--- config.mk ---
export PLATFORM = sky130hd
export DESIGN_NAME = fetch_unit
export DESIGN_NICKNAME = d
export VERILOG_FILES = /design/src/source/mips_pkg.sv /design/src/source/fetch_unit.sv
export SDC_FILE = /design/constraint.sdc
export NUM_CORES = 1
export LEC_CHECK = 0
export CAP_MARGIN = 20
export CORE_UTILIZATION = 60
export DETAILED_ROUTE_END_ITERATION = 7
export DONT_BUFFER_PORTS = 1
export PLACE_DENSITY = 0.8
export SYNTH_ARGS = -nofsm -noshare
export SYNTH_HDL_FRONTEND = slang
export SYNTH_SLANG_ARGS = --single-unit
--- constraint.sdc ---
create_clock -name clk -period 4.76 [get_ports clk]
set_input_delay 0 -clock clk [delete_from_list [all_inputs] [get_ports clk]]
set_output_delay 0 -clock clk [all_outputs]
set_load 0.1 [all_outputs]
--- src/source/mips_pkg.sv ---
`default_nettype none

package mips_pkg;

	localparam int XLEN = 32; // data and address width
	localparam int REG_ADDR_W = 5; // register index
	localparam int NUM_REGS = 32;
	localparam int DMEM_WORDS = 32; // data memory depth
	localparam int IMM_W = 16; // immediate field

	localparam int ALU_LAT = 1; // issue to result, in cycles
	localparam int MEM_LAT = 2;
	localparam int MUL_LAT = 4;
	localparam int SLOT_W = MUL_LAT; // reservation covers the longest pipe

	typedef enum logic [5:0]
	{
		OP_NOP = 6'b000000,
		OP_RTYPE = 6'b000001,
		OP_ADDI = 6'b000101,
		OP_SW = 6'b001000,
		OP_LW = 6'b001001
	} op_t;

	// funct lives in the low six bits of an r-type word
	typedef enum logic [5:0]
	{
		FN_ADD = 6'd1,
		FN_SUB = 6'd2,
		FN_AND = 6'd4,
		FN_MUL = 6'd8,
		FN_SLT = 6'd16
	} funct_t;

	typedef enum logic [1:0] {ALU_ADD, ALU_SUB, ALU_AND, ALU_SLT} alu_op_t;

	typedef enum logic [1:0] {FETCH_REQ, FETCH_HOLD, FETCH_FULL} fetch_state_t;

endpackage

`default_nettype wire

--- src/source/fetch_unit.sv ---
`timescale 1ns/10ps
`default_nettype none

module fetch_unit
(
	input logic clk,
	input logic rst,
	output logic o_wb_cyc,
	output logic o_wb_stb,
	output logic [mips_pkg::XLEN-1:0] o_wb_adr,
	input logic i_wb_ack,
	input logic [mips_pkg::XLEN-1:0] i_wb_dat,
	output logic [mips_pkg::XLEN-1:0] o_instr,
	output logic o_instr_valid,
	input logic i_instr_take
);

	mips_pkg::fetch_state_t state; // HOLD = buffer empty and bus idle
	logic [mips_pkg::XLEN-1:0] pc;
	logic [mips_pkg::XLEN-1:0] instr_buf; // one-entry buffer, payload only

	assign o_wb_cyc = (state == mips_pkg::FETCH_REQ); // cyc and stb move together
	assign o_wb_stb = (state == mips_pkg::FETCH_REQ);
	assign o_wb_adr = pc; // stable for the whole bus cycle
	assign o_instr = instr_buf;
	assign o_instr_valid = (state == mips_pkg::FETCH_FULL);

	always_ff @(posedge clk)
	begin
		if (!rst)
		begin
			state <= mips_pkg::FETCH_HOLD; // bus idle out of reset
			pc <= '0;
		end
		else
		begin
			case (state)
				mips_pkg::FETCH_HOLD:
				begin
					state <= mips_pkg::FETCH_REQ; // empty, so start a read
				end
				mips_pkg::FETCH_REQ:
				begin
					if (i_wb_ack)
					begin
						state <= mips_pkg::FETCH_FULL; // drops cyc/stb next cycle
						pc <= pc + 32'd4;
					end
				end
				mips_pkg::FETCH_FULL:
				begin
					if (i_instr_take)
						state <= mips_pkg::FETCH_HOLD; // empty from this edge
				end
				default:
				begin
					state <= mips_pkg::FETCH_HOLD;
				end
			endcase
		end
	end

	always_ff @(posedge clk)
	begin
		if (state == mips_pkg::FETCH_REQ && i_wb_ack)
			instr_buf <= i_wb_dat; // capture read data on ack
	end

endmodule

`default_nettype wire

==> results.toml <==
[drt]
vias = 1881
wl_per_cell_um = 18.76
postRouteWirelength_um = 5758
ant_nets = 0
drt-initial-drc-count = 163
vias_per_cell = 6.127
met2_length_um = 3106
highest_layer = "met4"
dr.pass1.iters = 4
route.met3.wl_um = 377
drc = 0
wl_met1_um = 2139

[worst_setup_path]
crit_buf_inv = 0
ff2ff_path_depth = 4
worstPathCellList = "nand4_1 -> or4_1 -> or4_1 -> a21oi_1"
worstPathArrival_ns = 3.29
cp_common_cell = "or4_1"
crit_family = "simple AND/OR/NAND/NOR gates"
timing.rr.start = "o_wb_adr[14]"
max_stage_delay_ns = 1.04
crit_slowest_cell = "dfxtp_1"
cp_num_cells = 4
start_kind = "register"
required_ns = 5.01
path_class = "reg2reg"
crit_path_start = "o_wb_adr[14]"
cp-end-kind = "register"
critPathMaxFanout = 17

[clocking]
cts_num_sinks = 64
cts_buffers = 9
worstSkewPairLatency_ns = 0.34
cts_setup_buffers = 0
cts_max_path_buffers = 2
h-tree-depth = 3
clkTransAtPathRegs_ns = 0.07
cts_root_buffer = "clkbuf_8"
cts_tree = "done"

[sta]
rsz0062_at_grt = "false"
final_hold_viol_count = 0
post-route-period-util = 0.6377
setup_viol = 0
tns_ns = 0
slew_violations = 0
max_freq_mhz = 329.4
maxSlewHeadroom = 0.2407
tightest_slew_ns = 1.137
min_period_ns = 3.036
fin_skew_ns = 0.006870
holdWs_ns = 0.02520

[finish]
nets = 289
syn_to_final_growth_pct = 24.12
final_layout_size_suffix_gt1_frac = 0.1051
final_cells = 307
fin_area_um2 = 3129
final_cell_mix = "dlygate4sd3_1, edfxtp_1, dfxtp_1"
diodes = 0
final_common_cell = "dlygate4sd3_1"

[synth]
syn_area_um2 = 2521
ys_seq_area_frac = 0.6352
syn_inst = 213
ys_seq_elements = 64
yosys.area.top_type = "edfxtp_1"
synth_top_area_share = 0.3811
yosys_warnings = 0
synthTopCellsByArea = "edfxtp_1, dfxtp_1, or4_1, a21oi_1, o31ai_1"
avgSynthCellArea_um2 = 11.84
synth_cell_type_count = 34

[die]
die_area_um2 = 4465
ioPinCount = 103
die_width_um = 66.82
initial_core_util = 0.6258
core_area_um2 = 4029
rows = 23
die_height_um = 66.82

[global_routing]
grt_max_degree = 33
grt_pass1_vias = 1761
gr-total-overflow = 0
track_usage = 0.2660
grt_pass1_wl_um = 8342
antenna_found_initial = 0

[power]
power_leakage_nw = 0.9902
power_density_nw_per_um2 = 401.9
vdd_drop_max_mv = 0.3535
totalPowerFinal_mw = 1.258

[placed_design]
port_buffers = 0
gp_congestion = 0.7698
placed_cell_area_um2 = 2565
hpwl_um = 3500
dp_cells = 255

[min_path]
hold_path_depth = 3
hold_class = "in2reg"
worstHoldStart = "i_wb_ack"

[status]
outcome = "finished, final reports clean"

[flow_run]
cap_violations = 0
-- kinds of logic after synthesis --
family | Yosys count | synth area share
AOI/OAI and AO/OA | 41 | 0.09330
adders and majority gates | 1 | 0.004962
other | 1 | 0.001487
xor gates and xnor gates | 8 | 0.02779
DFF | 64 | 0.6352
and+or+nand+nor | 72 | 0.1797
buffers and inverters | 23 | 0.04566
muxes | 3 | 0.01191
-- what timing repair did --
item / CTS / global route
gates resized for setup: 0 / 0
hold buffers: 36 / 0
endpoints found under the hold margin: 36 / 0
-- routing by layer --
| layer | vias up | track usage |
|---|---|---|
| met4 | 0 | 0.1277 |
| met1 | 917 | 0.2729 |
| met2 | 81 | 0.4773 |
| met5 | - | 0 |
| li1 | 869 | - |
| met3 | 14 | 0.09075 |
-- final timing paths --
check / slack, ns / endpoint
min: 0.03 / o_wb_adr[6]
min reg2reg: 0.65 / state[1]
max: 1.72 / o_wb_adr[27]
max reg2reg: 1.72 / o_wb_adr[27]
-- final cells by class --
cell class | instances | area (um^2)
Clock inverter | 4 | 68.82
Fill cell | 283 | 899.6
Multi-Input combinational cell | 127 | 820.8
Inverter | 10 | 37.54
Sequential cell | 64 | 1602
Timing Repair Buffer | 40 | 402.9
Tap cell | 50 | 62.56
Clock buffer | 12 | 135.1
-- synth_stat cells --
master     number
a21oi_1        20
and2_1          2
and2b_2         1
and4_1          1
and4bb_2        1
buf_1           1
buf_2           2
buf_4           3
buf_6           2
clkbuf_1        5
conb_1          1
dfxtp_1        32
edfxtp_1       32
ha_1            1
inv_1          10
mux2i_1         3
nand2_1        11
nand2b_1        1
nand3_1         6
nand4_1         7
nand4bb_4       1
nor2_1          9
nor3_1          4
nor3b_1         1
nor4_1          2
o21ai_0         9
o31ai_1        12
or2_2           1
or3_1           5
or3_2           3
or4_1          14
or4_4           2
xnor2_1         7
xor2_1          1
-- where the power goes --
group / switching (mW) / leakage (nW) / internal, mW
sequential: 0.0984 / 0.556 / 0.596
clock: 0.201 / 0.102 / 0.293
combinational: 0.0405 / 0.332 / 0.0285
-- per-stage QoR --
step	setup slack (ns)	util
finish	1.724	0.7767
global placement	1.921	0.6317
floorplan	1.013	-
detailed placement	1.796	0.6366
CTS	1.780	0.7767
global route	1.572	0.7767
-- worst register-to-register path: stages (launching register included) --
cell and delay (ns):
dfxtp_1 1.04, nand4_1 0.31, or4_1 0.81, or4_1 0.62, a21oi_1 0.18
-- state kept, by name, summed over array words and instances (netlist names) --
signal,flops
o_instr,32
o_wb_adr,30
state,2
(Power assumes the default switching activity.)
