## src/source/mips_pkg.sv

```systemverilog
`default_nettype none

package mips_pkg;

	localparam int XLEN = 32; // data and address width
	localparam int REG_ADDR_W = 5; // register index
	localparam int NUM_REGS = 32;
	localparam int DMEM_WORDS = 32; // data memory depth
	localparam int IMM_W = 16; // immediate field

	localparam int ALU_LAT = 1; // issue to result, in cycles
	localparam int MEM_LAT = 2;
	localparam int MUL_LAT = 4;
	localparam int SLOT_W = MUL_LAT; // reservation covers the longest pipe

	typedef enum logic [5:0]
	{
		OP_NOP = 6'b000000,
		OP_RTYPE = 6'b000001,
		OP_ADDI = 6'b000101,
		OP_SW = 6'b001000,
		OP_LW = 6'b001001
	} op_t;

	// funct lives in the low six bits of an r-type word
	typedef enum logic [5:0]
	{
		FN_ADD = 6'd1,
		FN_SUB = 6'd2,
		FN_AND = 6'd4,
		FN_MUL = 6'd8,
		FN_SLT = 6'd16
	} funct_t;

	typedef enum logic [1:0] {ALU_ADD, ALU_SUB, ALU_AND, ALU_SLT} alu_op_t;

	typedef enum logic [1:0] {FETCH_REQ, FETCH_HOLD, FETCH_FULL} fetch_state_t;

endpackage

`default_nettype wire

```

## src/source/mul_pipe.sv

```systemverilog
`timescale 1ns/10ps
`default_nettype none

module mul_pipe
(
	input logic clk,
	input logic rst,
	input logic i_go,
	input logic [mips_pkg::XLEN-1:0] i_rs_data,
	input logic [mips_pkg::XLEN-1:0] i_rt_data,
	input logic [mips_pkg::REG_ADDR_W-1:0] i_dest,
	output logic o_valid,
	output logic [mips_pkg::REG_ADDR_W-1:0] o_reg,
	output logic [mips_pkg::XLEN-1:0] o_data
);

	logic [mips_pkg::MUL_LAT-1:0] st_valid; // one item per stage
	logic [mips_pkg::REG_ADDR_W-1:0] st_reg [mips_pkg::MUL_LAT];
	logic [mips_pkg::XLEN-1:0] st_prod [mips_pkg::MUL_LAT];

	always_ff @(posedge clk)
	begin
		if (!rst)
			st_valid <= '0;
		else
			st_valid <= {st_valid[mips_pkg::MUL_LAT-2:0], i_go};
	end

	always_ff @(posedge clk)
	begin
		st_prod[0] <= i_rs_data * i_rt_data; // low 32 bits only
		st_reg[0] <= i_dest;
		for (int i = 1; i < mips_pkg::MUL_LAT; i++)
		begin
			st_prod[i] <= st_prod[i-1];
			st_reg[i] <= st_reg[i-1];
		end
	end

	assign o_valid = st_valid[mips_pkg::MUL_LAT-1]; // high in E+4
	assign o_reg = st_reg[mips_pkg::MUL_LAT-1];
	assign o_data = st_prod[mips_pkg::MUL_LAT-1];

endmodule

`default_nettype wire

```

## config.mk

```make
export PLATFORM = sky130hd
export DESIGN_NAME = mul_pipe
export DESIGN_NICKNAME = d
export VERILOG_FILES = /design/src/source/mips_pkg.sv /design/src/source/mul_pipe.sv
export SDC_FILE = /design/constraint.sdc
export NUM_CORES = 1
export LEC_CHECK = 0
export BUFFER_PORTS_ARGS = -buffer_cell sky130_fd_sc_hd__buf_4
export CAP_MARGIN = 0
export CORE_UTILIZATION = 58
export DETAILED_ROUTE_END_ITERATION = 16
export PLACE_DENSITY = 0.79
export SYNTH_ARGS = -nofsm -noshare
export SYNTH_HDL_FRONTEND = slang
export SYNTH_SLANG_ARGS = --single-unit
```

## constraint.sdc

```tcl
create_clock -name clk -period 8.3 [get_ports clk]
set_input_delay 2.075 -clock clk [delete_from_list [all_inputs] [get_ports clk]]
set_output_delay 2.075 -clock clk [all_outputs]
set_load 0.01 [all_outputs]
```

==> results by group <==
Final layout
  • Fillers: 2441
  • Ant diodes: 0
  • Area delta synth->final: 12.74%
  • Final Cell Area: 21240 um2
  • Share of layout cells above drive strength 1: 12.25%
  • Final nets: 2598
  • Util after Layout: 66.96%
  • Max reg flops: 128

Timing
  • Fin crit share: 97.67%
  • Hold WS: 0.3223 ns
  • Max Clock Skew: 0.004414 ns
  • RSZ-0062 raised after global routing: no
  • Fin. max-slew vios: 0
  • Setup violators final: 0
  • Worst-margin pin slew: 0.5151 ns
  • Final Critical Period: 8.106 ns
  • F_max: 123.4 MHz
  • Slew Limit Headroom: 65.47%
  • Final Hold Fails: 0

Floorplanning
  • I/O pin cnt: 110
  • Die extent in x: 182.2 um
  • Die H: 182.2 um
  • Row count: 65
  • Core Area: 31720 um2
  • Starting Density: 59.40%
  • Die ar.: 33210 um2

Placed design
  • DP Wirelength: 37680 um
  • Final Wtd Congestion: 0.9627
  • Cell Area, Placed: 20590 um2
  • IO buf count: 109

Critical path
  • Crit Path Category: in2reg
  • Cell Chain, Critical Path: buf_4 > buf_4 > and2_1 > fa_1 > inv_1 > fa_1 > fa_1 > fa_1 > inv_1 > fa_1 > ha_1 > fa_1 > fa_1 > ha_1 > a21o_1 > a21o_1 > a21oi_1 > nor2b_1 > a211oi_2 > buf_4 > buf_4 > o31ai_4 > a21oi_2 > xnor2_1
  • Worst path buffer plus inverter count: 6
  • CP dominant cell by count: fa_1
  • Max stage delay cell, worst path: fa_1
  • Worst R2R Setup Slack: 7.75 ns
  • CP Data Arrival Time: 8.43 ns
  • Endpoint type of the worst setup path: flip-flop
  • CP delay by family, top: adder cells
  • Critical path origin: i_rt_data[3]
  • CP required: 8.62 ns
  • Largest stage delay, worst path: 0.58 ns
  • R2R cell count: 1
  • Crit-path max FO: 23
  • Critical path destination: st_prod[0][31]
  • Reg2reg start: st_valid[0]
  • R2r endpoint: st_valid[1]
  • Startpoint class of the critical path: input port
  • Cell depth of the worst setup path: 24

Routing
  • Drt total wl: 45780 um
  • DR WL/cell: 19.00 um
  • Post-DR vias/cell: 5.318
  • Post-route ant nets: 0
  • Starting DRT DRC Count: 915
  • Detailed Routing Iterations Pass 1: 5
  • Remaining DRCs: 0
  • DR vias: 12816

Global routing
  • First-pass GRT wire length: 73980 um
  • GRT Resource Usage Total: 29.54%
  • Initial antenna violation count: 2
  • Vias in the first global route: 14112
  • Residual overflow from global routing: 0
  • Largest net degree at the start of global routing: 26

Yosys
  • Top_reg_cell synth: dfxtp_1
  • Cells after Synth: 1861
  • Seq/Total Area, Yosys: 16.15%
  • Ys async rst share: 0%
  • Syn Nets: 2464
  • YS warnings: 0
  • Area share of the largest cell type after synthesis: 43.36%
  • Mean Syn Cell Area: 10.12 um2
  • Synth cell count leaders: 408 x fa_1, 372 x and2_1, 359 x inv_1, 174 x nand2_1, 152 x dfxtp_1
  • Yosys cell types: 43
  • Largest area contributor in the netlist: fa_1
  • Number of synthesized flops with an enable pin: 0
  • Synth top area cells: fa_1 43%, dfxtp_1 16%, and2_1 12%
  • Flops & latches, synth: 152
  • Most frequent cell after synthesis: fa_1
  • Post-Synthesis Cell Area: 18840 um2

CTS
  • CTS Root Cell: clkbuf_16
  • Htree depth: 4
  • Worst skew pair latency: 0.42 ns
  • Clk slew on worst S/H paths: 0.06 ns
  • CTS tree: yes
  • Clock buffer count from CTS: 17
  • CTS max path bufs: 2
  • # clock sinks: 152

Flow run
  • Maxcap violations: 0

Run status
  • Status: completed

Min path
  • Worst min-delay path class: reg2reg
cell families (layout without fill, tap and decap cells):
logic type,count (synthesis),in the layout,synth area share [%]
AND/OR/NAND/NOR,582,582,16.92
adder cells (fa/ha/maj),531,531,51.52
buffers and inverters,439,586,8.747
flip-flops,152,152,16.15
XOR/XNOR,85,85,3.952
AO/OA/AOI/OAI,72,72,2.703
cells in the final DEF (no fill, tap or decap), drive strengths merged, types with 11 or more instances in the layout:
cell      n
clkbuf   17
a21oi    26
and2    372
dfxtp   152
inv     366
ha      123
xnor2    68
a21o     11
fa      408
xor2     17
buf     195
nand2   174
per-stage QoR:
stage	worst slack, ns	setup TNS, ns	std cells
3_5_place_dp	-0.3324	-1.129	2375
2_1_floorplan	-0.04495	-0.04495	1861
5_1_grt	0.01180	0	2410
4_1_cts	0.1331	0	2407
6_report	0.1936	0	2410
3_3_place_gp	-0.1282	-0.3444	2375
repair_timing:
item                                    4_1_cts  5_1_grt
endpoints found under the setup margin        0        3
hold buffers                                  0        0
buffers inserted                              0        3
resized for setup                             0        9
metal layers:
metal | wire [um] | vias up | part of all wire (%) | global-route usage [%]
met3 | 3644 | 97 | 8.0 | 6.067
met1 | 18810 | 6506 | 41 | 38.77
li1 | - | 5689 | - | -
met5 | 13 | - | 0.028 | 0
met2 | 21840 | 522 | 48 | 48.70
met4 | 1478 | 2 | 3.2 | 10.76
layout make-up:
class	instances	area, um2	share of cell area, %
Tap cell	402	503.0	2.368
Clock inverter	15	143.9	0.6775
Multi-Input combinational cell	1270	14220	66.98
Timing Repair Buffer	195	1551	7.305
Inverter	359	1348	6.345
Clock buffer	17	425.4	2.003
Sequential cell	152	3043	14.33
worst min-delay path by stage:
stage	start	end	slack [ns]	depth (start not counted)
floorplan	st_prod[0][0]	st_prod[1][0]	0.31	0
global placement	st_prod[2][7]	st_prod[3][7]	0.31	0
detailed placement	st_prod[0][16]	st_prod[1][16]	0.31	0
CTS	st_prod[1][3]	st_prod[2][3]	0.32	0
global route	st_prod[2][16]	st_prod[3][16]	0.33	0
finish	st_prod[2][22]	st_prod[3][22]	0.32	0
Power is not shown: default switching activity piles up to over one toggle a cycle in this logic, so the estimate is an artifact.
