File: src/source/mips_pkg.sv
`default_nettype none

package mips_pkg;

	localparam int XLEN = 32; // data and address width
	localparam int REG_ADDR_W = 5; // register index
	localparam int NUM_REGS = 32;
	localparam int DMEM_WORDS = 32; // data memory depth
	localparam int IMM_W = 16; // immediate field

	localparam int ALU_LAT = 1; // issue to result, in cycles
	localparam int MEM_LAT = 2;
	localparam int MUL_LAT = 4;
	localparam int SLOT_W = MUL_LAT; // reservation covers the longest pipe

	typedef enum logic [5:0]
	{
		OP_NOP = 6'b000000,
		OP_RTYPE = 6'b000001,
		OP_ADDI = 6'b000101,
		OP_SW = 6'b001000,
		OP_LW = 6'b001001
	} op_t;

	// funct lives in the low six bits of an r-type word
	typedef enum logic [5:0]
	{
		FN_ADD = 6'd1,
		FN_SUB = 6'd2,
		FN_AND = 6'd4,
		FN_MUL = 6'd8,
		FN_SLT = 6'd16
	} funct_t;

	typedef enum logic [1:0] {ALU_ADD, ALU_SUB, ALU_AND, ALU_SLT} alu_op_t;

	typedef enum logic [1:0] {FETCH_REQ, FETCH_HOLD, FETCH_FULL} fetch_state_t;

endpackage

`default_nettype wire

File: src/source/mem_pipe.sv
`timescale 1ns/10ps
`default_nettype none

module mem_pipe
(
	input logic clk,
	input logic rst,
	input logic i_go,
	input logic i_store,
	input logic [mips_pkg::XLEN-1:0] i_rs_data,
	input logic [mips_pkg::XLEN-1:0] i_rt_data,
	input logic [mips_pkg::XLEN-1:0] i_imm,
	input logic [mips_pkg::REG_ADDR_W-1:0] i_dest,
	output logic o_valid,
	output logic [mips_pkg::REG_ADDR_W-1:0] o_reg,
	output logic [mips_pkg::XLEN-1:0] o_data,
	output logic o_store_valid,
	output logic [$clog2(mips_pkg::DMEM_WORDS)-1:0] o_store_addr,
	output logic [mips_pkg::XLEN-1:0] o_store_data
);

	logic [mips_pkg::XLEN-1:0] dmem [mips_pkg::DMEM_WORDS];
	logic [mips_pkg::XLEN-1:0] ea; // effective address
	logic s1_valid, s1_store;
	logic [$clog2(mips_pkg::DMEM_WORDS)-1:0] s1_addr;
	logic [mips_pkg::REG_ADDR_W-1:0] s1_dest;
	logic [mips_pkg::XLEN-1:0] s1_wdata;

	assign ea = i_rs_data + i_imm;

	always_ff @(posedge clk)
	begin
		if (!rst)
		begin
			s1_valid <= 1'b0;
			o_valid <= 1'b0;
			o_store_valid <= 1'b0;
			for (int i = 0; i < mips_pkg::DMEM_WORDS; i++)
				dmem[i] <= i + 1; // data word i starts at i+1
		end
		else
		begin
			s1_valid <= i_go;
			o_valid <= s1_valid && !s1_store; // loads report as results
			o_store_valid <= s1_valid && s1_store; // stores pulse in E+2
			if (s1_valid && s1_store)
				dmem[s1_addr] <= s1_wdata;
		end
	end

	always_ff @(posedge clk)
	begin
		s1_store <= i_store; // stage one, address and operands
		s1_addr <= ea[$clog2(mips_pkg::DMEM_WORDS)-1:0]; // mod 32
		s1_dest <= i_dest;
		s1_wdata <= i_rt_data;
		o_reg <= s1_dest; // stage two, memory access
		o_data <= dmem[s1_addr];
		o_store_addr <= s1_addr;
		o_store_data <= s1_wdata;
	end

endmodule

`default_nettype wire

File: config.mk
export PLATFORM = sky130hd
export DESIGN_NAME = mem_pipe
export DESIGN_NICKNAME = d
export VERILOG_FILES = /design/src/source/mips_pkg.sv /design/src/source/mem_pipe.sv
export SDC_FILE = /design/constraint.sdc
export NUM_CORES = 2
export LEC_CHECK = 0
export BUFFER_PORTS_ARGS = -buffer_cell sky130_fd_sc_hd__buf_4
export CAP_MARGIN = 20
export CORE_MARGIN = 3
export CORE_UTILIZATION = 30
export CTS_CLUSTER_SIZE = 8
export DETAILED_ROUTE_END_ITERATION = 7
export GPL_TIMING_DRIVEN = 0
export PLACE_DENSITY_LB_ADDON = 0.25
export SETUP_SLACK_MARGIN = 0.2
export SLEW_MARGIN = 40
export SYNTH_ARGS = -nofsm -noshare
export SYNTH_HDL_FRONTEND = slang
export SYNTH_SLANG_ARGS = --single-unit
File: constraint.sdc
create_clock -name clk -period 5.9 [get_ports clk]
set_input_delay 0.59 -clock clk [delete_from_list [all_inputs] [get_ports clk]]
set_output_delay 0.59 -clock clk [all_outputs]
set_load 0.02 [all_outputs]
==> results.json <==
{
  "clkTransAtPathRegs_ns": 0.05,
  "required_ns": 6.51,
  "grt_max_degree": 18,
  "antenna_found_initial": 14,
  "worst-setup-path-type": "register to register",
  "coreArea_um2": 161300,
  "crit_chain": "clkbuf_1 > nand4bb_1 > clkbuf_1 > clkbuf_1 > o22ai_1 > nor4_1 > nand2_1",
  "vias": 31780,
  "cts_tree": "built",
  "ys_types": 40,
  "dieArea_um2": 167900,
  "leakage_nw": 23.07,
  "worst_path_most_repeated_cell": "clkbuf_1",
  "postCtsHoldBufs": 41,
  "fin_util_pct": 37.03,
  "synth_edf_count": 1024,
  "n_fill_cell": 15350,
  "fmax_mhz": 271.4,
  "fp-row-count": 147,
  "post-dp-hpwl_um": 128900,
  "grt-ovfl-total": 0,
  "slew_viol_final": 0,
  "boundaryPins": 181,
  "tightest_slew_ns": 0.9562,
  "first_pass_iters": 5,
  "rr_endpoint": "o_data[20]",
  "layout_commonest_cell": "edfxtp_1",
  "worstPathMaxFanout": 10,
  "worst_r2r_path_depth": 7,
  "arrival_ns": 4.30,
  "nets": 4018,
  "ant_nets": 0,
  "root_buffer": "clkbuf_16",
  "critPathCaptureType": "register",
  "finalCritPeriodShare_pct": 62.45,
  "setup_tns_ns": 0,
  "first_iter_violations": 4180,
  "maxCapViolCount": 0,
  "yosysWarnings": 0,
  "ys_async_sr_fraction_pct": 0,
  "rrSetupSlack_ns": 2.22,
  "p_per_area_nw_per_um2": 346.0,
  "drcViolationCount": 0,
  "drt-total-wl_um": 186600,
  "status": "finished, final reports clean",
  "cts_max_level": 4,
  "top_register": "dmem",
  "ys_dominant_reg_cell": "edfxtp_1",
  "cpPeakStageDelay_ns": 0.82,
  "avgSynthCellArea_um2": 14.05,
  "grt_use_total_pct": 21.91,
  "crit-reg2reg-launch": "s1_addr[3]",
  "multi_input_area_um2": 14760,
  "start_kind": "register",
  "syn_inst": 3480,
  "post_cts_buffers": 0,
  "rsz0062_at_grt": "no",
  "final_cell_mix": "edfxtp_1 (1024), and2_1 (944), mux2i_1 (512)",
  "hp-start": "i_imm[1]",
  "syn2layout_area_growth_pct": 22.16,
  "syn_area_um2": 48900,
  "dieWidth_um": 409.7,
  "gp_congestion": 0.8965,
  "holdPathStages": 2,
  "port_buffers": 126,
  "insertion_delay_ns": 0.80,
  "grt_pass1_wl_um": 253100,
  "dieHeight_um": 409.7,
  "grt_pass1_vias": 31160,
  "period_minus_slack_ns": 3.684,
  "ir_worst_vdd_v": 0.0003562,
  "viasPerCell": 5.150,
  "ys_ff_latch": 1144,
  "clock_skew_ns": 0.03131,
  "wl_per_cell_um": 30.25,
  "relSlewSlack_pct": 36.25,
  "cts_buffer_depth": 3,
  "holdPathEnd": "s1_addr[1]",
  "synth_nets": 3590,
  "start_util_pct": 30.31,
  "postCtsResizedCells": 0,
  "hold_viol": 0,
  "cp_slowest_cell": "nor4_1",
  "drive_gt1_share_pct": 15.42,
  "cts_made_buffers": 164,
  "synth_seq_area_share_pct": 67.80,
  "largest_reg_flops": 1024,
  "seq_area_um2": 33150,
  "min_path_type": "input port to register",
  "cts_sinks": 1144,
  "finalSetupViolCount": 0
}
-- worst max-delay path by stage --
stage / slack, ns / cells after the start / end / from
4_1_cts: 2.23 / 7 / dmem[31][23] / s1_addr[4]
3_3_place_gp: -3.34 / 5 / dmem[14][20] / s1_addr[2]
3_5_place_dp: 1.97 / 8 / dmem[24][18] / rst
5_1_grt: 2.17 / 7 / o_data[20] / s1_addr[4]
2_1_floorplan: 1.59 / 6 / dmem[0][0] / rst
6_report: 2.22 / 7 / o_data[20] / s1_addr[3]
-- final cells by class --
cell class	instances	area share, %
timing repair buffer	262	4.820
clock buffer	236	7.428
tap	2160	4.524
multi-input combinational	2000	24.72
antenna	15	0.06284
buffer	336	2.493
clock inverter	17	0.4566
sequential	1144	55.50
-- Yosys cell counts (3+ instances only) --
master | n | share of area [%]
nor3_1 | 3 | 0.031
nor2_2 | 4 | 0.051
or4b_1 | 3 | 0.061
clkbuf_2 | 14 | 0.14
mux2i_1 | 512 | 10
nand4bb_1 | 6 | 0.14
edfxtp_1 | 1024 | 63
nor2_1 | 24 | 0.18
clkbuf_1 | 268 | 2.1
buf_1 | 4 | 0.031
nand2_1 | 37 | 0.28
buf_2 | 44 | 0.45
buf_4 | 4 | 0.061
and2_1 | 944 | 12
nand2b_1 | 18 | 0.23
o21ai_0 | 28 | 0.29
dfxtp_1 | 120 | 4.9
o22ai_1 | 256 | 3.3
nor4_1 | 64 | 0.82
or3_1 | 69 | 0.88
nand4b_1 | 4 | 0.072
ha_1 | 4 | 0.10
-- power breakdown --
group / total [W] / switching, W / internal [W] / leakage [nW]
logic: 0.00255 / 0.00174 / 0.000808 / 8.99
clock network: 0.00886 / 0.00364 / 0.00522 / 2.26
registers: 0.00926 / 0.000130 / 0.00913 / 11.8
-- through the flow --
stage / area, um2 / cells / worst slack (ns) / power, W / hold WS (ns)
after floorplan: 48900 / 3480 / 1.592 / 0.01062 / 0.3096
after global placement: 52550 / 5766 / -3.344 / 0.01183 / 0.3100
after detailed placement: 54560 / 5861 / 1.973 / 0.01193 / 0.3128
after CTS: 59680 / 6155 / 2.235 / 0.02080 / 0.01839
after global routing: 59700 / 6155 / 2.173 / 0.02122 / 0.05541
final: 59730 / 6170 / 2.216 / 0.02067 / 0.07755
-- cell families (layout without fill, tap and decap cells) --
family          after synthesis  count (layout)  share of synthesized area, %
xor+xnor                      4               4                       0.07166
fa+ha+maj                     5               5                        0.1433
simple gates               1191            1191                         15.10
flops                      1144            1144                         67.80
mux                         512             512                         10.48
compound gates              288             288                         3.613
other cells                   0              15                             0
buf+inv                     336             851                         2.789
-- critical path: cells and delay by family (launching register included) --
family / cells / cell delay, ns
DFF: 1 / 0.64
and+or+nand+nor: 3 / 1.23
buffers and inverters: 3 / 1.41
AOI/OAI and AO/OA: 1 / 0.21
-- per-layer routing --
| layer | GRT usage (%) | up-vias | wire length (um) |
|---|---|---|---|
| met5 | 0 | - | 22 |
| met4 | 11.14 | 4 | 9778 |
| met3 | 5.538 | 471 | 16660 |
| met2 | 34.38 | 1681 | 85590 |
| met1 | 28.00 | 16080 | 74560 |
| li1 | - | 13540 | - |
Power figures use the tool's default switching activity.
