$ cat src/source/mips_pkg.sv
`default_nettype none

package mips_pkg;

	localparam int XLEN = 32; // data and address width
	localparam int REG_ADDR_W = 5; // register index
	localparam int NUM_REGS = 32;
	localparam int DMEM_WORDS = 32; // data memory depth
	localparam int IMM_W = 16; // immediate field

	localparam int ALU_LAT = 1; // issue to result, in cycles
	localparam int MEM_LAT = 2;
	localparam int MUL_LAT = 4;
	localparam int SLOT_W = MUL_LAT; // reservation covers the longest pipe

	typedef enum logic [5:0]
	{
		OP_NOP = 6'b000000,
		OP_RTYPE = 6'b000001,
		OP_ADDI = 6'b000101,
		OP_SW = 6'b001000,
		OP_LW = 6'b001001
	} op_t;

	// funct lives in the low six bits of an r-type word
	typedef enum logic [5:0]
	{
		FN_ADD = 6'd1,
		FN_SUB = 6'd2,
		FN_AND = 6'd4,
		FN_MUL = 6'd8,
		FN_SLT = 6'd16
	} funct_t;

	typedef enum logic [1:0] {ALU_ADD, ALU_SUB, ALU_AND, ALU_SLT} alu_op_t;

	typedef enum logic [1:0] {FETCH_REQ, FETCH_HOLD, FETCH_FULL} fetch_state_t;

endpackage

`default_nettype wire

$ cat src/source/issue_control.sv
`timescale 1ns/10ps
`default_nettype none

module issue_control
(
	input logic clk,
	input logic rst,
	input logic [mips_pkg::XLEN-1:0] i_instr,
	input logic i_instr_valid,
	output logic o_instr_take,
	output logic [mips_pkg::REG_ADDR_W-1:0] o_rs_addr,
	output logic [mips_pkg::REG_ADDR_W-1:0] o_rt_addr,
	output logic o_alu_go,
	output logic o_mem_go,
	output logic o_mul_go,
	output logic o_mem_store,
	output logic o_use_imm,
	output mips_pkg::alu_op_t o_alu_op,
	output logic [mips_pkg::REG_ADDR_W-1:0] o_dest,
	output logic [mips_pkg::XLEN-1:0] o_imm,
	input logic i_wr_valid,
	input logic [mips_pkg::REG_ADDR_W-1:0] i_wr_reg
);

	mips_pkg::op_t op;
	mips_pkg::funct_t fn;
	logic [mips_pkg::REG_ADDR_W-1:0] rs, rt, rd;
	logic is_alu, is_mem, is_mul, is_nop, has_dest, uses_rt;
	logic hazard, ready, issue;
	logic [mips_pkg::NUM_REGS-1:0] pending; // writer in flight per register
	logic [mips_pkg::NUM_REGS-1:0] busy, wr_mask, dest_mask;
	logic [mips_pkg::SLOT_W-1:0] res; // bit i = result port taken i+1 cycles ahead
	logic [mips_pkg::SLOT_W-1:0] need; // slot the new instruction will use

	assign op = mips_pkg::op_t'(i_instr[31:26]);
	assign fn = mips_pkg::funct_t'(i_instr[5:0]);
	assign rs = i_instr[25:21];
	assign rt = i_instr[20:16];
	assign rd = i_instr[15:11];
	assign o_imm = {{(mips_pkg::XLEN-mips_pkg::IMM_W){1'b0}}, i_instr[mips_pkg::IMM_W-1:0]};
	assign o_rs_addr = rs;
	assign o_rt_addr = rt; // rt is also the store value

	always_comb
	begin
		is_alu = 1'b0;
		is_mem = 1'b0;
		is_mul = 1'b0;
		o_mem_store = 1'b0;
		o_use_imm = 1'b0;
		uses_rt = 1'b0;
		o_alu_op = mips_pkg::ALU_ADD;
		o_dest = rt; // i-type writes rt
		case (op)
			mips_pkg::OP_RTYPE:
			begin
				o_dest = rd;
				uses_rt = 1'b1;
				case (fn)
					mips_pkg::FN_ADD: is_alu = 1'b1;
					mips_pkg::FN_SUB:
					begin
						is_alu = 1'b1;
						o_alu_op = mips_pkg::ALU_SUB;
					end
					mips_pkg::FN_AND:
					begin
						is_alu = 1'b1;
						o_alu_op = mips_pkg::ALU_AND;
					end
					mips_pkg::FN_SLT:
					begin
						is_alu = 1'b1;
						o_alu_op = mips_pkg::ALU_SLT;
					end
					mips_pkg::FN_MUL: is_mul = 1'b1;
					default: ; // unknown funct, treated as nop
				endcase
			end
			mips_pkg::OP_ADDI:
			begin
				is_alu = 1'b1;
				o_use_imm = 1'b1;
			end
			mips_pkg::OP_LW: is_mem = 1'b1;
			mips_pkg::OP_SW:
			begin
				is_mem = 1'b1;
				o_mem_store = 1'b1;
				uses_rt = 1'b1;
			end
			default: ; // OP_NOP and unknown opcodes
		endcase
	end

	assign is_nop = !(is_alu || is_mem || is_mul);
	assign has_dest = !is_nop && !o_mem_store; // stores write no register

	always_comb
	begin
		wr_mask = '0;
		dest_mask = '0;
		need = '0;
		if (i_wr_valid)
			wr_mask[i_wr_reg] = 1'b1;
		if (issue && has_dest)
			dest_mask[o_dest] = 1'b1;
		if (has_dest && is_alu)
			need[mips_pkg::ALU_LAT-1] = 1'b1;
		if (has_dest && is_mem)
			need[mips_pkg::MEM_LAT-1] = 1'b1;
		if (is_mul)
			need[mips_pkg::MUL_LAT-1] = 1'b1;
	end

	// a register written this cycle is free, the bank bypasses it
	assign busy = pending & ~wr_mask;
	assign hazard = busy[rs] || (uses_rt && busy[rt]) || (has_dest && busy[o_dest]);
	assign ready = !hazard && ((res & need) == '0);
	assign issue = i_instr_valid && !is_nop && ready;

	assign o_instr_take = i_instr_valid && (is_nop || ready); // nops retire here
	assign o_alu_go = issue && is_alu;
	assign o_mem_go = issue && is_mem;
	assign o_mul_go = issue && is_mul;

	always_ff @(posedge clk)
	begin
		if (!rst)
		begin
			pending <= '0;
			res <= '0;
		end
		else
		begin
			pending <= (pending & ~wr_mask) | dest_mask; // new writer wins
			res <= (res | (issue ? need : '0)) >> 1; // shift every cycle
		end
	end

endmodule

`default_nettype wire

$ cat config.mk
export PLATFORM = sky130hd
export DESIGN_NAME = issue_control
export DESIGN_NICKNAME = d
export VERILOG_FILES = /design/src/source/mips_pkg.sv /design/src/source/issue_control.sv
export SDC_FILE = /design/constraint.sdc
export NUM_CORES = 1
export LEC_CHECK = 0
export BUFFER_PORTS_ARGS = -buffer_cell sky130_fd_sc_hd__buf_2
export CORE_MARGIN = 2
export CORE_UTILIZATION = 53
export CTS_BUF_LIST = sky130_fd_sc_hd__clkbuf_4
export DETAILED_ROUTE_END_ITERATION = 10
export HOLD_SLACK_MARGIN = 0.06
export PLACE_DENSITY = 0.9
export SYNTH_ARGS = -nofsm -noshare
export SYNTH_HDL_FRONTEND = slang
export SYNTH_SLANG_ARGS = --single-unit
export TNS_END_PERCENT = 10
$ cat constraint.sdc
create_clock -name clk -period 5.8 [get_ports clk]
set_clock_uncertainty 0.2 [all_clocks]
set_input_delay 1.45 -clock clk [delete_from_list [all_inputs] [get_ports clk]]
set_output_delay 1.45 -clock clk [all_outputs]
set_load 0.02 [all_outputs]
==> impl_metrics.toml <==
[grt]
grt_pass1_vias = 3608
antenna_found_initial = 0
grt_pass1_wl_um = 19000
grt_max_degree = 34
grtUsageTotal_pct = 32.2
gr-total-overflow = 0

[die]
initial_utilization_pct = 53.8
core-area_um2 = 6680
die_area_um2 = 7460
row_count = 30
die_height_um = 86.4
io_pins = 96
die_w_um = 86.4

[critical_path]
end_kind = "output port"
r2r_cells = 9
critPathMaxFanout = 12
worstSetupStartpointType = "input pin"
timing.rr.end = "pending[23]"
worst-r2r-setup-slack_ns = 2.92
critPathKind = "in -> out"
crit_required_ns = 4.15
critPathArrivalTime_ns = 4.05
r2r_start = "pending[13]"

[sta]
hold_viol_final = 0
rsz0062_at_grt = "no"
fin_setup_tns_ns = 0
clock.fmax_ghz = 0.176
slew_headroom_pct = 46.0
post-route-min-period_ns = 5.70
setup_viol = 0
worstMarginPinSlew_ns = 0.806
slew_viol_final = 0
setup_slack_ns = 0.105
timing.final.crit_share_pct = 98.2

[place]
dpl_cell_area_um2 = 3780
hpwl_um = 9200
post-place-ws_ns = 0.0671
gp_congestion = 0.998
place_inst = 576
port_buffers = 69

[logic_synthesis]
synthFlopType = "dfxtp_1"
synthSimpleGateAreaFrac_pct = 27.1
synth-xor-area-share_pct = 0.731
synth_compound_gate_area_share_pct = 32.3
yosysTopAreaCell = "dfxtp_1"
synth_fa_ha_area_share_pct = 0
netlist_area_um2 = 3590
async_flop_share_pct = 0
ys_ff_latch = 35
synth_edf_count = 0
synth_area_leaders = "dfxtp_1 (19%), buf_4 (9.0%), o21ai_0 (7.0%), o41ai_1 (6.8%), or2_2 (4.9%)"
ys_types = 70
synth_top_family_by_area = "compound AO/OA/AOI/OAI gates"
synthCells = 470
synth_mux_area_share_pct = 6.27
yosysSeqAreaShare_pct = 19.5
synth.avg_cell_area_um2 = 7.65
yosys_warnings = 0
synth_top_area_share_pct = 19.5

[clock_tree]
clk-insertion-delay-late_ns = 0.36
numCtsBuffers = 5
cts_buffer_depth = 2
ctsHoldBuffers = 0
cts_setup_buffers = 0
htreeDepth = 2
clkTransAtPathRegs_ns = 0.10
root_buffer = "clkbuf_4"
cts_tree = "done"
cts.sinks = 35

[cells_and_area]
instances_no_fill = 584
fin_util_pct = 58.2
fin_area_um2 = 3890
final_common_cell = "buf_2"
layout_common_cells = "buf_2 (69), o21ai_0 (50), dfxtp_1 (35)"
nFillCells = 623
area_growth_syn_to_layout_pct = 8.14
drive_above_1_share_pct = 29.0
nets = 544
insertedDiodeCount = 0

[pwr]
leakagePower_nw = 1.42
powerDensity_nw_per_um2 = 153
vdd_drop_max_mv = 0.0756

[run_status]
status = "completed"

[min_path]
hold_depth = 1
min_from = "res[2]"
min_path_type = "reg -> reg"
min_to = "res[1]"

[drt]
vias = 4149
drc = 0
avgRoutedWirePerCell_um = 21.1
via_per_inst = 7.10
firstDrtPassIters = 6
drt.antenna.violating_nets = 0
drt_iter0_drc = 798
finalWirelength_um = 12300

[job]
cap_viol_max_count = 0
==> critical path, cell delays in order <==
cell	delay [ns]
buf_2	0.12
nor4b_4	0.46
nand2_2	0.29
a21oi_2	0.39
a41oi_1	0.10
nor4_1	0.35
o21ai_1	0.17
o31ai_4	0.41
o21ai_1	0.12
buf_2	0.18
==> metal layers <==
metal | share of wire [%] | routed length, um | GRT usage (%) | vias up
met3 | 10 | 1270 | 3.43 | 43
li1 | - | - | - | 1833
met5 | 0 | 0 | 0 | -
met4 | 3.9 | 479 | 13.9 | 0
met1 | 40 | 4930 | 43.9 | 1936
met2 | 46 | 5620 | 51.6 | 337
==> cell type report <==
cell class | count | area, um2 | area share, %
multi-input combinational | 363 | 2490 | 64.0
sequential | 35 | 701 | 18.0
timing repair buffer | 87 | 480 | 12.4
tap | 80 | 100 | 2.57
inverter | 11 | 41.3 | 1.06
clock inverter | 3 | 38.8 | 0.998
clock buffer | 5 | 37.5 | 0.966
==> how the worst max path moves through the flow <==
stage | startpoint | to | slack [ns] | depth (start not counted)
6_report | i_instr[29] | o_instr_take | 0.10 | 10
4_1_cts | i_instr[29] | o_instr_take | 0.06 | 10
2_1_floorplan | i_instr[29] | o_instr_take | 0.23 | 9
3_3_place_gp | i_instr[29] | o_instr_take | 0.14 | 10
5_1_grt | i_instr[29] | o_instr_take | 0.01 | 10
3_5_place_dp | i_instr[29] | o_instr_take | 0.07 | 10
==> state kept, by name, indices dropped and copies added (netlist names) <==
signal   flops
res          3
pending     32
==> through the flow <==
step | hold WS [ns] | total power, W
6_report | 0.262 | 0.000595
2_1_floorplan | 0.212 | 0.000380
4_1_cts | 0.262 | 0.000587
3_5_place_dp | 0.234 | 0.000416
5_1_grt | 0.281 | 0.000611
3_3_place_gp | 0.220 | 0.000414
==> power by group <==
part / switching (W) / leakage, nW / internal (W) / total, W
logic: 0.000125 / 1.09 / 0.0000524 / 0.000177
registers: 0.000000112 / 0.282 / 0.000240 / 0.000241
clock network: 0.0000885 / 0.0426 / 0.0000886 / 0.000177
==> cells by family (layout without fill, tap and decap cells) <==
logic type | count (synthesis) | in the layout
compound gates | 167 | 167
simple gates | 157 | 157
buf+inv | 87 | 106
flops | 35 | 35
mux | 20 | 20
xor+xnor | 3 | 3
other cells | 1 | 16
==> Yosys cell counts, types with 5 or more instances <==
library cell	n
o21ai_0	50
buf_4	43
dfxtp_1	35
o41ai_1	28
or2_2	28
clkbuf_1	23
nor2_1	22
nand2_1	17
nor3_1	17
o211ai_1	12
inv_1	11
o21ai_1	10
mux2_2	9
mux2i_1	9
a21oi_1	8
buf_2	8
nand3_1	8
a31oi_1	7
a41oi_1	6
nor4_1	6
or3_1	6
nand2b_1	5
nand4_1	5
nand4b_1	5
o21a_1	5
==> timing repair <==
action                     4_1_cts  5_1_grt
hold endpoints to repair         0        0
setup endpoints to repair        0        4
resized for setup                0        4
(Power assumes the default switching activity.)
