**config.mk**
```make
export PLATFORM = sky130hd
export DESIGN_NAME = alu_pipe
export DESIGN_NICKNAME = d
export VERILOG_FILES = /design/src/source/mips_pkg.sv /design/src/source/alu_pipe.sv
export SDC_FILE = /design/constraint.sdc
export NUM_CORES = 1
export LEC_CHECK = 0
export ABC_CLOCK_PERIOD_IN_PS = 5700
export BUFFER_PORTS_ARGS = -buffer_cell sky130_fd_sc_hd__clkbuf_2
export CORE_MARGIN = 2
export CORE_UTILIZATION = 45
export CTS_BUF_LIST = sky130_fd_sc_hd__clkbuf_4
export DETAILED_ROUTE_END_ITERATION = 8
export PLACE_DENSITY_LB_ADDON = 0.08
export SYNTH_ARGS = -nofsm -noshare
export SYNTH_HDL_FRONTEND = slang
export SYNTH_SLANG_ARGS = --single-unit
```
**constraint.sdc**
```tcl
create_clock -name clk -period 5.7 [get_ports clk]
set_clock_uncertainty 0.15 [all_clocks]
set_input_delay 1.425 -clock clk [delete_from_list [all_inputs] [get_ports clk]]
set_output_delay 1.425 -clock clk [all_outputs]
set_load 0.01 [all_outputs]
```
**src/source/mips_pkg.sv**
```systemverilog
`default_nettype none

package mips_pkg;

	localparam int XLEN = 32; // data and address width
	localparam int REG_ADDR_W = 5; // register index
	localparam int NUM_REGS = 32;
	localparam int DMEM_WORDS = 32; // data memory depth
	localparam int IMM_W = 16; // immediate field

	localparam int ALU_LAT = 1; // issue to result, in cycles
	localparam int MEM_LAT = 2;
	localparam int MUL_LAT = 4;
	localparam int SLOT_W = MUL_LAT; // reservation covers the longest pipe

	typedef enum logic [5:0]
	{
		OP_NOP = 6'b000000,
		OP_RTYPE = 6'b000001,
		OP_ADDI = 6'b000101,
		OP_SW = 6'b001000,
		OP_LW = 6'b001001
	} op_t;

	// funct lives in the low six bits of an r-type word
	typedef enum logic [5:0]
	{
		FN_ADD = 6'd1,
		FN_SUB = 6'd2,
		FN_AND = 6'd4,
		FN_MUL = 6'd8,
		FN_SLT = 6'd16
	} funct_t;

	typedef enum logic [1:0] {ALU_ADD, ALU_SUB, ALU_AND, ALU_SLT} alu_op_t;

	typedef enum logic [1:0] {FETCH_REQ, FETCH_HOLD, FETCH_FULL} fetch_state_t;

endpackage

`default_nettype wire

```
**src/source/alu_pipe.sv**
```systemverilog
`timescale 1ns/10ps
`default_nettype none

module alu_pipe
(
	input logic clk,
	input logic rst,
	input logic i_go,
	input mips_pkg::alu_op_t i_alu_op,
	input logic [mips_pkg::XLEN-1:0] i_rs_data,
	input logic [mips_pkg::XLEN-1:0] i_rt_data,
	input logic [mips_pkg::XLEN-1:0] i_imm,
	input logic i_use_imm,
	input logic [mips_pkg::REG_ADDR_W-1:0] i_dest,
	output logic o_valid,
	output logic [mips_pkg::REG_ADDR_W-1:0] o_reg,
	output logic [mips_pkg::XLEN-1:0] o_data
);

	logic [mips_pkg::XLEN-1:0] opb;
	logic [mips_pkg::XLEN-1:0] result;

	assign opb = i_use_imm ? i_imm : i_rt_data; // addi takes the immediate

	always_comb
	begin
		case (i_alu_op)
			mips_pkg::ALU_ADD: result = i_rs_data + opb;
			mips_pkg::ALU_SUB: result = i_rs_data - opb; // wraps modulo 2^32
			mips_pkg::ALU_AND: result = i_rs_data & opb;
			mips_pkg::ALU_SLT: result = {{(mips_pkg::XLEN-1){1'b0}}, i_rs_data < opb};
			default: result = '0;
		endcase
	end

	always_ff @(posedge clk)
	begin
		if (!rst)
			o_valid <= 1'b0;
		else
			o_valid <= i_go; // result port high in E+1
	end

	always_ff @(posedge clk)
	begin
		o_reg <= i_dest;
		o_data <= result;
	end

endmodule

`default_nettype wire

```
==> results of run 1 <==
-- area by class of cell --
| type | count | area (µm²) | area share (%) |
|---|---|---|---|
| flip-flops and latches | 38 | 760.7 | 12.72 |
| well taps | 143 | 178.9 | 2.992 |
| clock buffers | 5 | 37.54 | 0.6276 |
| repair buffers | 149 | 758.2 | 12.68 |
| clock inverters | 3 | 45.04 | 0.7531 |
| multi-input cells | 570 | 3964 | 66.28 |
| inverters | 63 | 236.5 | 3.954 |
-- worst min-delay path by stage --
| stage | to | start | depth (start not counted) |
|---|---|---|---|
| final | o_reg[0] | i_dest[0] | 1 |
| after global routing | o_reg[0] | i_dest[0] | 1 |
| after CTS | o_reg[0] | i_dest[0] | 1 |
| after detailed placement | o_reg[0] | i_dest[0] | 1 |
| after global placement | o_reg[4] | i_dest[4] | 1 |
| after floorplan | o_reg[0] | i_dest[0] | 0 |
-- cell usage after synthesis (10+ instances only) --
cell      count
a21oi_1      63
clkbuf_1     19
dfxtp_1      38
ha_1         67
inv_1        62
mux2i_1      42
nand2_1      63
nand3_1      15
nor2_1       57
nor2b_1      10
nor3_1       16
o21ai_0      61
xnor2_1      23
-- power by group through the flow --
stage                     registers (mW)  logic (mW)  clock network (mW)
after floorplan                    0.350       0.446                   0
after global placement             0.331       0.653                   0
after detailed placement           0.331       0.656                   0
after CTS                          0.325       0.662               0.219
after global routing               0.329       0.739               0.229
final                              0.325       0.667               0.210
-- cells by family (layout without fill, tap and decap cells) --
logic type,after synthesis,count (layout),share of synthesized area [%]
compound gates,223,223,27.28
simple gates,203,203,18.23
buf+inv,100,220,9.405
fa+ha+maj,69,69,16.84
mux,43,43,8.277
flops,38,38,14.59
xor+xnor,32,32,5.374
-- through the flow --
| step | hold slack (ns) | area [µm²] | setup slack [ns] | utilization, % |
|---|---|---|---|---|
| 2_1_floorplan | 1.303 | 5215 | 0.9063 | - |
| 3_3_place_gp | 1.381 | 5898 | 0.6192 | 51.88 |
| 5_1_grt | 0.9813 | 5981 | 0.5982 | 52.60 |
| 6_report | 0.9945 | 5981 | 0.8086 | 52.60 |
| 4_1_cts | 0.9821 | 5981 | 0.9422 | 52.60 |
| 3_5_place_dp | 1.382 | 5898 | 0.5444 | 51.88 |
-- routing by layer --
metal,wire length (µm),GRT usage (%),vias up
met5,0,0,-
met4,280,7.078,0
met3,1050,3.212,23
met2,7390,42.71,241
met1,7933,37.68,2614
li1,-,-,2744
-- layout by cell type, fill, tap and decap left out, types with 10 or more instances in the layout --
cell type,netlist,layout
clkbuf_2,1,144
ha_1,67,67
a21oi_1,63,63
nand2_1,63,63
inv_1,62,62
o21ai_0,61,61
nor2_1,57,57
mux2i_1,42,42
dfxtp_1,38,38
xnor2_1,23,23
nor3_1,16,16
nand3_1,15,15
nor2b_1,10,10
==> metrics.md, run 1 <==
| Metric | Value |
|---|---|
| YS warnings | 0 |
| Number of diodes | 0 |
| RD Place Congestion | approximately 0.95 |
| Drt pass-1 iters | 5 |
| Antenna violations before repair | 0 |
| CTS tree | built |
| CP Max Fanout | 15 |
| P_leak | just under 3 nW |
| Post-synthesis sequential area ratio | roughly 15% |
| Internal power | about 0.67 mW |
| Hold crit path type | input port to register |
| Routed wire length | 16,650 µm |
| Post-Syn Area | 5215 µm² |
| IO Port Bufs | roughly 140 |
| Worst path depth | 12 |
| Area leader, netlist | ha_1 |
| Setup bufs post-CTS | 0 |
| Kind of critical path | input port to register |
| WP data arrival | 5.03 ns |
| WL/cell | 17.15 µm |
| Die Y | about 110 µm |
| Run status | finished, final reports clean |
| Max IR drop VDD | 0.00009923 V |
| Period utilisation layout | a little under nine tenths |
| Initial drt markers | around 350 |
| Rel. slew slack | 37.83% |
| Post-synth EDFFs | 0 |
| DIE WIDTH | 111.7 µm |
| Net Sw Frac | 44.15% |
| Cells after Synth | 708 |
| Final setup violating endpoints | 0 |
| Final #Nets | ~1,000 |
| Setup crit start | i_use_imm |
| Hpwl dp | ~13,000 µm |
| P_sw | about 0.53 mW |
| Startpoint Class | input port |
| Root Buffer | clkbuf_4 |
| Final setup TNS | 0 ns |
| Top-area cell type share of the netlist area | 16.07% |
| Core Area | about 11,000 µm² |
| Final Power | 1.202 mW |
| Boundary Pins | 145 |
| Max Cap Violations | 0 |
| Residual overflow from global routing | 0 |
| Clock Path Buffers | 2 |
| Syn Area/Cell | ~7.4 µm² |
| Req. time, crit path | 5.84 ns |
| Std cell rows | 39 |
| Area Growth Syn to Fin | 14.68% |
| Critical-path top delay cell | nor4_1 |
| PD cells | 201.0 nW/µm² |
| Inst Count DP | 963 |
| Synthesized flop and latch total | 38 |
| RSZ-0062 raised after global routing | false |
| Crit. End Element | register |
| Net Count, Synth | roughly 880 |
| Max frequency | 204.4 MHz |
| Clock share of power | 17.5% |
| CP cell instances | clkbuf_2 -> buf_4 -> mux2i_1 -> ha_1 -> a21oi_1 -> o21ai_0 -> nor4_1 -> a2111oi_2 -> o32ai_2 -> nor3_1 -> a211oi_1 -> o211ai_1 |
| Sink Count | 38 |
| Die ar. | 12,470 µm² |
| Largest net degree at the start of global routing | 43 |
| Via-to-Cell Ratio | 5.790 |
| Combinational power share | 55.5% |
| Slew Limit Fails | 0 |
| Top FF cell, synth | dfxtp_1 |
| DRT antenna net count | 0 |
| Worst-Margin Slew | 0.9325 ns |
| Drt drc | 0 |
| Number of fill cells in the layout | 1,169 |
| Hold buffer count at cts | 0 |
| H-Tree Level Count | 2 |
| First-pass GRT wire length | 27,480 µm |
| End point of the critical path | o_data[26] |
| Via count | about 5,600 |
| Final hold vios | 0 |
| Post-cts resize count | 0 |
| Fraction of registers with async set/reset | 0% |
| CP top delay family | compound AO/OA/AOI/OAI gates |
| Post-synth cell types | 69 |
| Max reg flops | 32 |
| Buf/Inv on CP | 2 |
| Slowest stage delay, CP | 0.69 ns |
| Total track usage | 26.56% |
| Number of global-route vias before repair | 5,524 |
| Inserted Clock Buffers | 5 |
| Clock transition at path regs | 0.16 ns |
| Crit path time final | 4.891 ns |
| Share of cells above drive strength 1 | 21.62% |
| Non-Filler Instances | approximately 970 |
| Synth top area cells | ha_1 16%, dfxtp_1 15%, mux2i_1 8.1% |
| Sequential share of power | 27.0% |
| Initial core utilization | 45.87% |
(Power assumes the default switching activity.)
==> run 2: changes to the inputs <==
--- a/config.mk
+++ b/config.mk
@@ -5,7 +5,7 @@
 export SDC_FILE = /design/constraint.sdc
 export NUM_CORES = 1
 export LEC_CHECK = 0
-export ABC_CLOCK_PERIOD_IN_PS = 5700
+export ABC_CLOCK_PERIOD_IN_PS = 5900
 export BUFFER_PORTS_ARGS = -buffer_cell sky130_fd_sc_hd__clkbuf_2
 export CORE_MARGIN = 2
 export CORE_UTILIZATION = 45
@@ -15,3 +15,4 @@
 export SYNTH_ARGS = -nofsm -noshare
 export SYNTH_HDL_FRONTEND = slang
 export SYNTH_SLANG_ARGS = --single-unit
+export TNS_END_PERCENT = 30
==> constraint.sdc (replaced) <==
create_clock -name clk -period 5.9 [get_ports clk]
set_clock_uncertainty 0.15 [all_clocks]
set_input_delay 1.475 -clock clk [delete_from_list [all_inputs] [get_ports clk]]
set_output_delay 1.475 -clock clk [all_outputs]
set_load 0.01 [all_outputs]
==> run 2 against run 1 <==
  * Die area unchanged
  * Combinational power down 3%
  * Worst hold slack better by 0.023 ns
  * Sequential cell count unchanged
  * Critical path depth up 1
  * Core utilization about the same
  * Global-route usage up 0.051 points
  * Routed wire length up 0.90%
  * Largest cell class unchanged
  * Largest power group unchanged
  * Highest routed layer unchanged
==> metrics.md, run 2 (same netlist as run 1, synthesis figures left out) <==
| Metric | Value |
|---|---|
| Critical-path top delay cell | a2111oi_2 |
| Period utilisation layout | ~80% |
| Initial drt markers | about 410 |
| Slowest stage delay, CP | 0.52 ns |
| Max Cap Violations | 0 |
| Root Buffer | clkbuf_4 |
| Crit. End Element | register |
| Design Area, Final | approximately 6000 µm² |
| End point of the critical path | o_data[27] |
| Number of fill cells in the layout | 1,129 |
| DRT antenna net count | 0 |
| Routed wire length | 16,800 µm |
| Area Growth Syn to Fin | 14.59% |
| Via count | between 5,000 and 6,000 |
| Run status | finished, final reports clean |
| Final hold vios | 0 |
| Final Power | between 1 and 1.5 mW |
| Routed wl met3 | 1058 µm |
| Drt drc | 0 |
| PD cells | a little under 200 nW/µm² |
| Share of cells above drive strength 1 | 21.52% |
| Startpoint Class | input port |
| Core Area | ~11,000 µm² |
| Initial core utilization | 45.87% |
| Placed inst area | between 5000 and 6000 µm² |
| Final setup TNS | 0 ns |
| Slew Limit Fails | 0 |
| Std cell rows | 39 |
| Post-cts resize count | 0 |
| Kind of critical path | input port to register |
| Top routing layer in use | met4 |
| Hold crit path type | input port to register |
| Most common cell after layout, fill and taps aside | clkbuf_2 |
| DIE WIDTH | between 100 and 150 µm |
| Commonest cells after routing, fill and taps aside | 144 x clkbuf_2, 67 x ha_1, 63 x a21oi_1, 63 x nand2_1, 62 x inv_1 |
| CP dominant cell by count | mux2i_1 |
| Setup crit start | i_use_imm |
| Number of global-route vias before repair | 5,497 |
| Clock transition at path regs | 0.13 ns |
| Die Y | 111.7 µm |
| First-pass GRT wire length | 27,430 µm |
| RSZ-0062 raised after global routing | false |
| Rel. slew slack | 36.14% |
| CTS tree | built |
| WL met2 | 7622 µm |
| RD Place Congestion | 0.9569 |
| P_leak | 2.945 nW |
| Total track usage | between 20% and 30% |
| IO Port Bufs | 144 |
| Via-to-Cell Ratio | 5.821 |
| Max frequency | 211.5 MHz |
| Worst-Margin Slew | 0.9579 ns |
| WL/cell | 17.31 µm |
| Final #Nets | 1,002 |
| H-Tree Level Count | 2 |
| Antenna violations before repair | 1 |
| Max reg flops | 32 |
| Residual overflow from global routing | 0 |
| WP data arrival | between 4 and 5 ns |
| Crit path time final | 4.728 ns |
| Max IR drop VDD | 0.00009425 V |
| CP cell instances | clkbuf_2 -> buf_4 -> mux2i_1 -> ha_1 -> nor2_1 -> o21ai_0 -> a41oi_1 -> nor3_2 -> a2111oi_2 -> a21bo_2 -> a21boi_1 -> mux2i_1 -> a221o_1 |
| Largest net degree at the start of global routing | 43 |
| Boundary Pins | approximately 150 |
| Setup bufs post-CTS | 0 |
| Final setup violating endpoints | 0 |
| Inserted Clock Buffers | 5 |
| Die ar. | 12,470 µm² |
| Hold buffer count at cts | 0 |
| Sink Count | 38 |
| Req. time, crit path | 6.05 ns |
| CP Max Fanout | 11 |
| M1 WL | 7845 µm |
| Clock Path Buffers | 2 |
| Hpwl dp | approximately 13,000 µm |
| Drt pass-1 iters | 4 |
[run 2: cell types whose count changed in the layout (fill, tap and decap cells not counted)]
| cell | delta |
|---|---|
| buf_4 | -1 |
| diode_2 | +1 |
[run 2: where the power goes]
part	internal [mW]	switching (mW)
Clock	0.0887	0.119
Sequential	0.299	0.0143
Combinational	0.260	0.387
Total	0.648	0.520
[run 2: how the worst min path moves through the flow]
stage	end	startpoint	slack, ns	cells after the start
6_report	o_reg[1]	i_dest[1]	1.02	1
4_1_cts	o_reg[2]	i_dest[2]	1.00	1
5_1_grt	o_reg[3]	i_dest[3]	0.99	1
3_3_place_gp	o_reg[4]	i_dest[4]	1.43	1
2_1_floorplan	o_reg[0]	i_dest[0]	1.35	0
3_5_place_dp	o_reg[2]	i_dest[2]	1.43	1
[run 2: cell type report]
type | count | area, µm² | share of cell area (%)
antenna | 1 | 2.502 | 0.04188
clock buffer | 5 | 37.54 | 0.6281
clock inverter | 3 | 45.04 | 0.7538
inverter | 63 | 236.5 | 3.957
multi-input combinational | 570 | 3964 | 66.33
sequential | 38 | 760.7 | 12.73
tap | 143 | 178.9 | 2.994
timing repair buffer | 148 | 750.7 | 12.56
[run 2: worst max-delay path: cells and delay by family]
kind / cells / cell delay (ns)
AO/OA/AOI/OAI: 6 / 1.64
buffers and inverters: 2 / 0.52
AND/OR/NAND/NOR: 2 / 0.45
multiplexers: 2 / 0.41
adder cells (fa/ha/maj): 1 / 0.35
[run 2: routing by layer]
metal / track usage (%) / up-vias
met1: 36.43 / 2667
li1: - / 2736
met2: 43.72 / 224
met5: 0 / -
met4: 6.914 / 0
met3: 4.246 / 25
[run 2: through the flow]
stage | hold WS, ns | worst slack [ns] | cells | util, %
floorplan | 1.353 | 1.056 | 708 | -
global placement | 1.431 | 0.8127 | 962 | 51.81
detailed placement | 1.429 | 0.7707 | 962 | 51.81
CTS | 1.003 | 1.224 | 970 | 52.54
global route | 0.9932 | 0.9645 | 971 | 52.56
finish | 1.017 | 1.172 | 971 | 52.56
==> run 3: changes to the inputs <==
--- a/config.mk
+++ b/config.mk
@@ -5,7 +5,7 @@
 export SDC_FILE = /design/constraint.sdc
 export NUM_CORES = 1
 export LEC_CHECK = 0
-export ABC_CLOCK_PERIOD_IN_PS = 5900
+export ABC_CLOCK_PERIOD_IN_PS = 4100
 export BUFFER_PORTS_ARGS = -buffer_cell sky130_fd_sc_hd__clkbuf_2
 export CORE_MARGIN = 2
 export CORE_UTILIZATION = 45
==> constraint.sdc (replaced) <==
create_clock -name clk -period 4.1 [get_ports clk]
set_clock_uncertainty 0.15 [all_clocks]
set_input_delay 1.025 -clock clk [delete_from_list [all_inputs] [get_ports clk]]
set_output_delay 1.025 -clock clk [all_outputs]
set_load 0.01 [all_outputs]
==> run 3 against run 2 <==
  * Setup slack worse by 1.0 ns
  * Critical path type unchanged
  * Global-route usage rose by 0.69 points
  * Highest routed layer unchanged
  * Core utilization up 6.4 points
  * Count of clock-buffer cells in the layout stayed put
  * Largest power group unchanged
  * Power up 61%
  * Sequential cell count unchanged
  * Worst hold slack worse by 0.43 ns
  * Largest cell class unchanged
==> metrics.md, run 3 (same netlist as run 1, synthesis figures left out) <==
| Metric | Value |
|---|---|
| Run status | finished, final reports clean |
| Final Power | between 1.5 and 2 mW |
| Hpwl dp | about 14,000 µm |
| Clock Path Buffers | 2 |
| WL/cell | between 15 and 20 µm |
| Crit path time final | slightly below 4 ns |
| Fin util | 59.00% |
| Final #Nets | 1,090 |
| Number of diodes | 0 |
| Drt pass-1 iters | 5 |
| Via count | 5,930 |
| Hold crit path type | input port to register |
| Total track usage | 27.30% |
| Commonest cells after routing, fill and taps aside | 144 x clkbuf_2, 90 x buf_4, 67 x ha_1 |
| Number of fill cells in the layout | roughly 1,100 |
| Req. time, crit path | 4.22 ns |
| Kind of critical path | input port to register |
| Crit. End Element | register |
| Clock transition at path regs | 0.14 ns |
| Die Y | 111.7 µm |
| Final hold vios | 0 |
| Number of global-route vias before repair | between 5,000 and 6,000 |
| Sink Count | 38 |
| DIE WIDTH | 111.7 µm |
| Root Buffer | clkbuf_4 |
| Core Area | 11,370 µm² |
| Initial core utilization | approximately 46% |
| Max frequency | 252.9 MHz |
| Period utilisation layout | 96.43% |
| DRT antenna net count | 0 |
| Most common cell after layout, fill and taps aside | clkbuf_2 |
| Share of cells above drive strength 1 | between 20% and 30% |
| Slew Limit Fails | 0 |
| Via-to-Cell Ratio | 5.605 |
| First-pass GRT wire length | between 20,000 and 30,000 µm |
| Worst setup margin | 0.1464 ns |
| Minimum hold slack | 0.5877 ns |
| Die ar. | 12,470 µm² |
| Rel. slew slack | 54.79% |
| Routed wire length | 17,480 µm |
| CP Max Fanout | 11 |
| Residual overflow from global routing | 0 |
| Worst-Margin Slew | 0.6781 ns |
| IO Port Bufs | roughly 140 |
| Initial drt markers | 454 |
| Design Area, Final | 6708 µm² |
| Max reg flops | 32 |
| Largest net degree at the start of global routing | 27 |
| RD Place Congestion | 0.9561 |
| RSZ-0062 raised after global routing | true |
| Setup crit start | i_use_imm |
| WP data arrival | 4.07 ns |
| CTS tree | built |
| Inserted Clock Buffers | 5 |
| PD cells | 280.7 nW/µm² |
| P_leak | 3.403 nW |
| H-Tree Level Count | 2 |
| Boundary Pins | 145 |
| Antenna violations before repair | 0 |
| Place WS | -0.3326 ns |
| Max Cap Violations | 0 |
| Area Growth Syn to Fin | 28.62% |
| Hold Startpoint | i_dest[2] |
| Std cell rows | 39 |
| Startpoint Class | input port |
| Max IR drop VDD | roughly 0.00018 V |
| Hold buffer count at cts | 0 |
| Placed inst area | 6576 µm² |
| Final setup violating endpoints | 0 |
| Drt drc | 0 |
run 3: power breakdown:
part	internal (mW)	switching [mW]
Combinational	0.483	0.591
Sequential	0.431	0.0194
Clock	0.191	0.168
Total	1.10	0.779
run 3: area by class of cell:
cell class	instances	area [µm²]	share of cell area (%)
clock inverter	3	68.82	1.026
multi-input combinational	570	3989	59.47
inverter	63	236.5	3.525
sequential	38	760.7	11.34
timing repair buffer	236	1436	21.41
clock buffer	5	37.54	0.5596
tap	143	178.9	2.667
run 3: path summary, 6_finish.rpt:
check	cells past startpoint	slack, ns	end
hold / removal	1	0.59	o_reg[2]
setup / recovery	13	0.15	o_data[30]
run 3: timing repair:
item | CTS | global route
gates resized for setup | 0 | 4
endpoints found under the setup margin | 0 | 5
setup buffers | 0 | 0
run 3: critical path, stage by stage:
cell and delay [ns]:
clkbuf_2 0.12, buf_12 0.16, buf_12 0.14, mux2i_1 0.13
ha_1 0.39, nand2_1 0.14, or4_1 0.53, o21a_1 0.26
a2111oi_4 0.40, o32ai_2 0.20, o31ai_4 0.24, mux2i_1 0.23
nand4_1 0.09
run 3: metal layers:
layer	GRT usage [%]	part of all wire, %	vias to the layer above
li1	-	-	2917
met1	39.49	47	2710
met2	43.47	44	286
met3	4.192	8.3	17
met4	4.856	1.1	0
met5	0	0	-
run 3: metrics by stage:
step	TNS, ns	instances
5_1_grt	-0.03979	1058
6_report	0	1058
2_1_floorplan	0	708
3_3_place_gp	-1.051	1050
3_5_place_dp	-1.834	1050
4_1_cts	0	1058
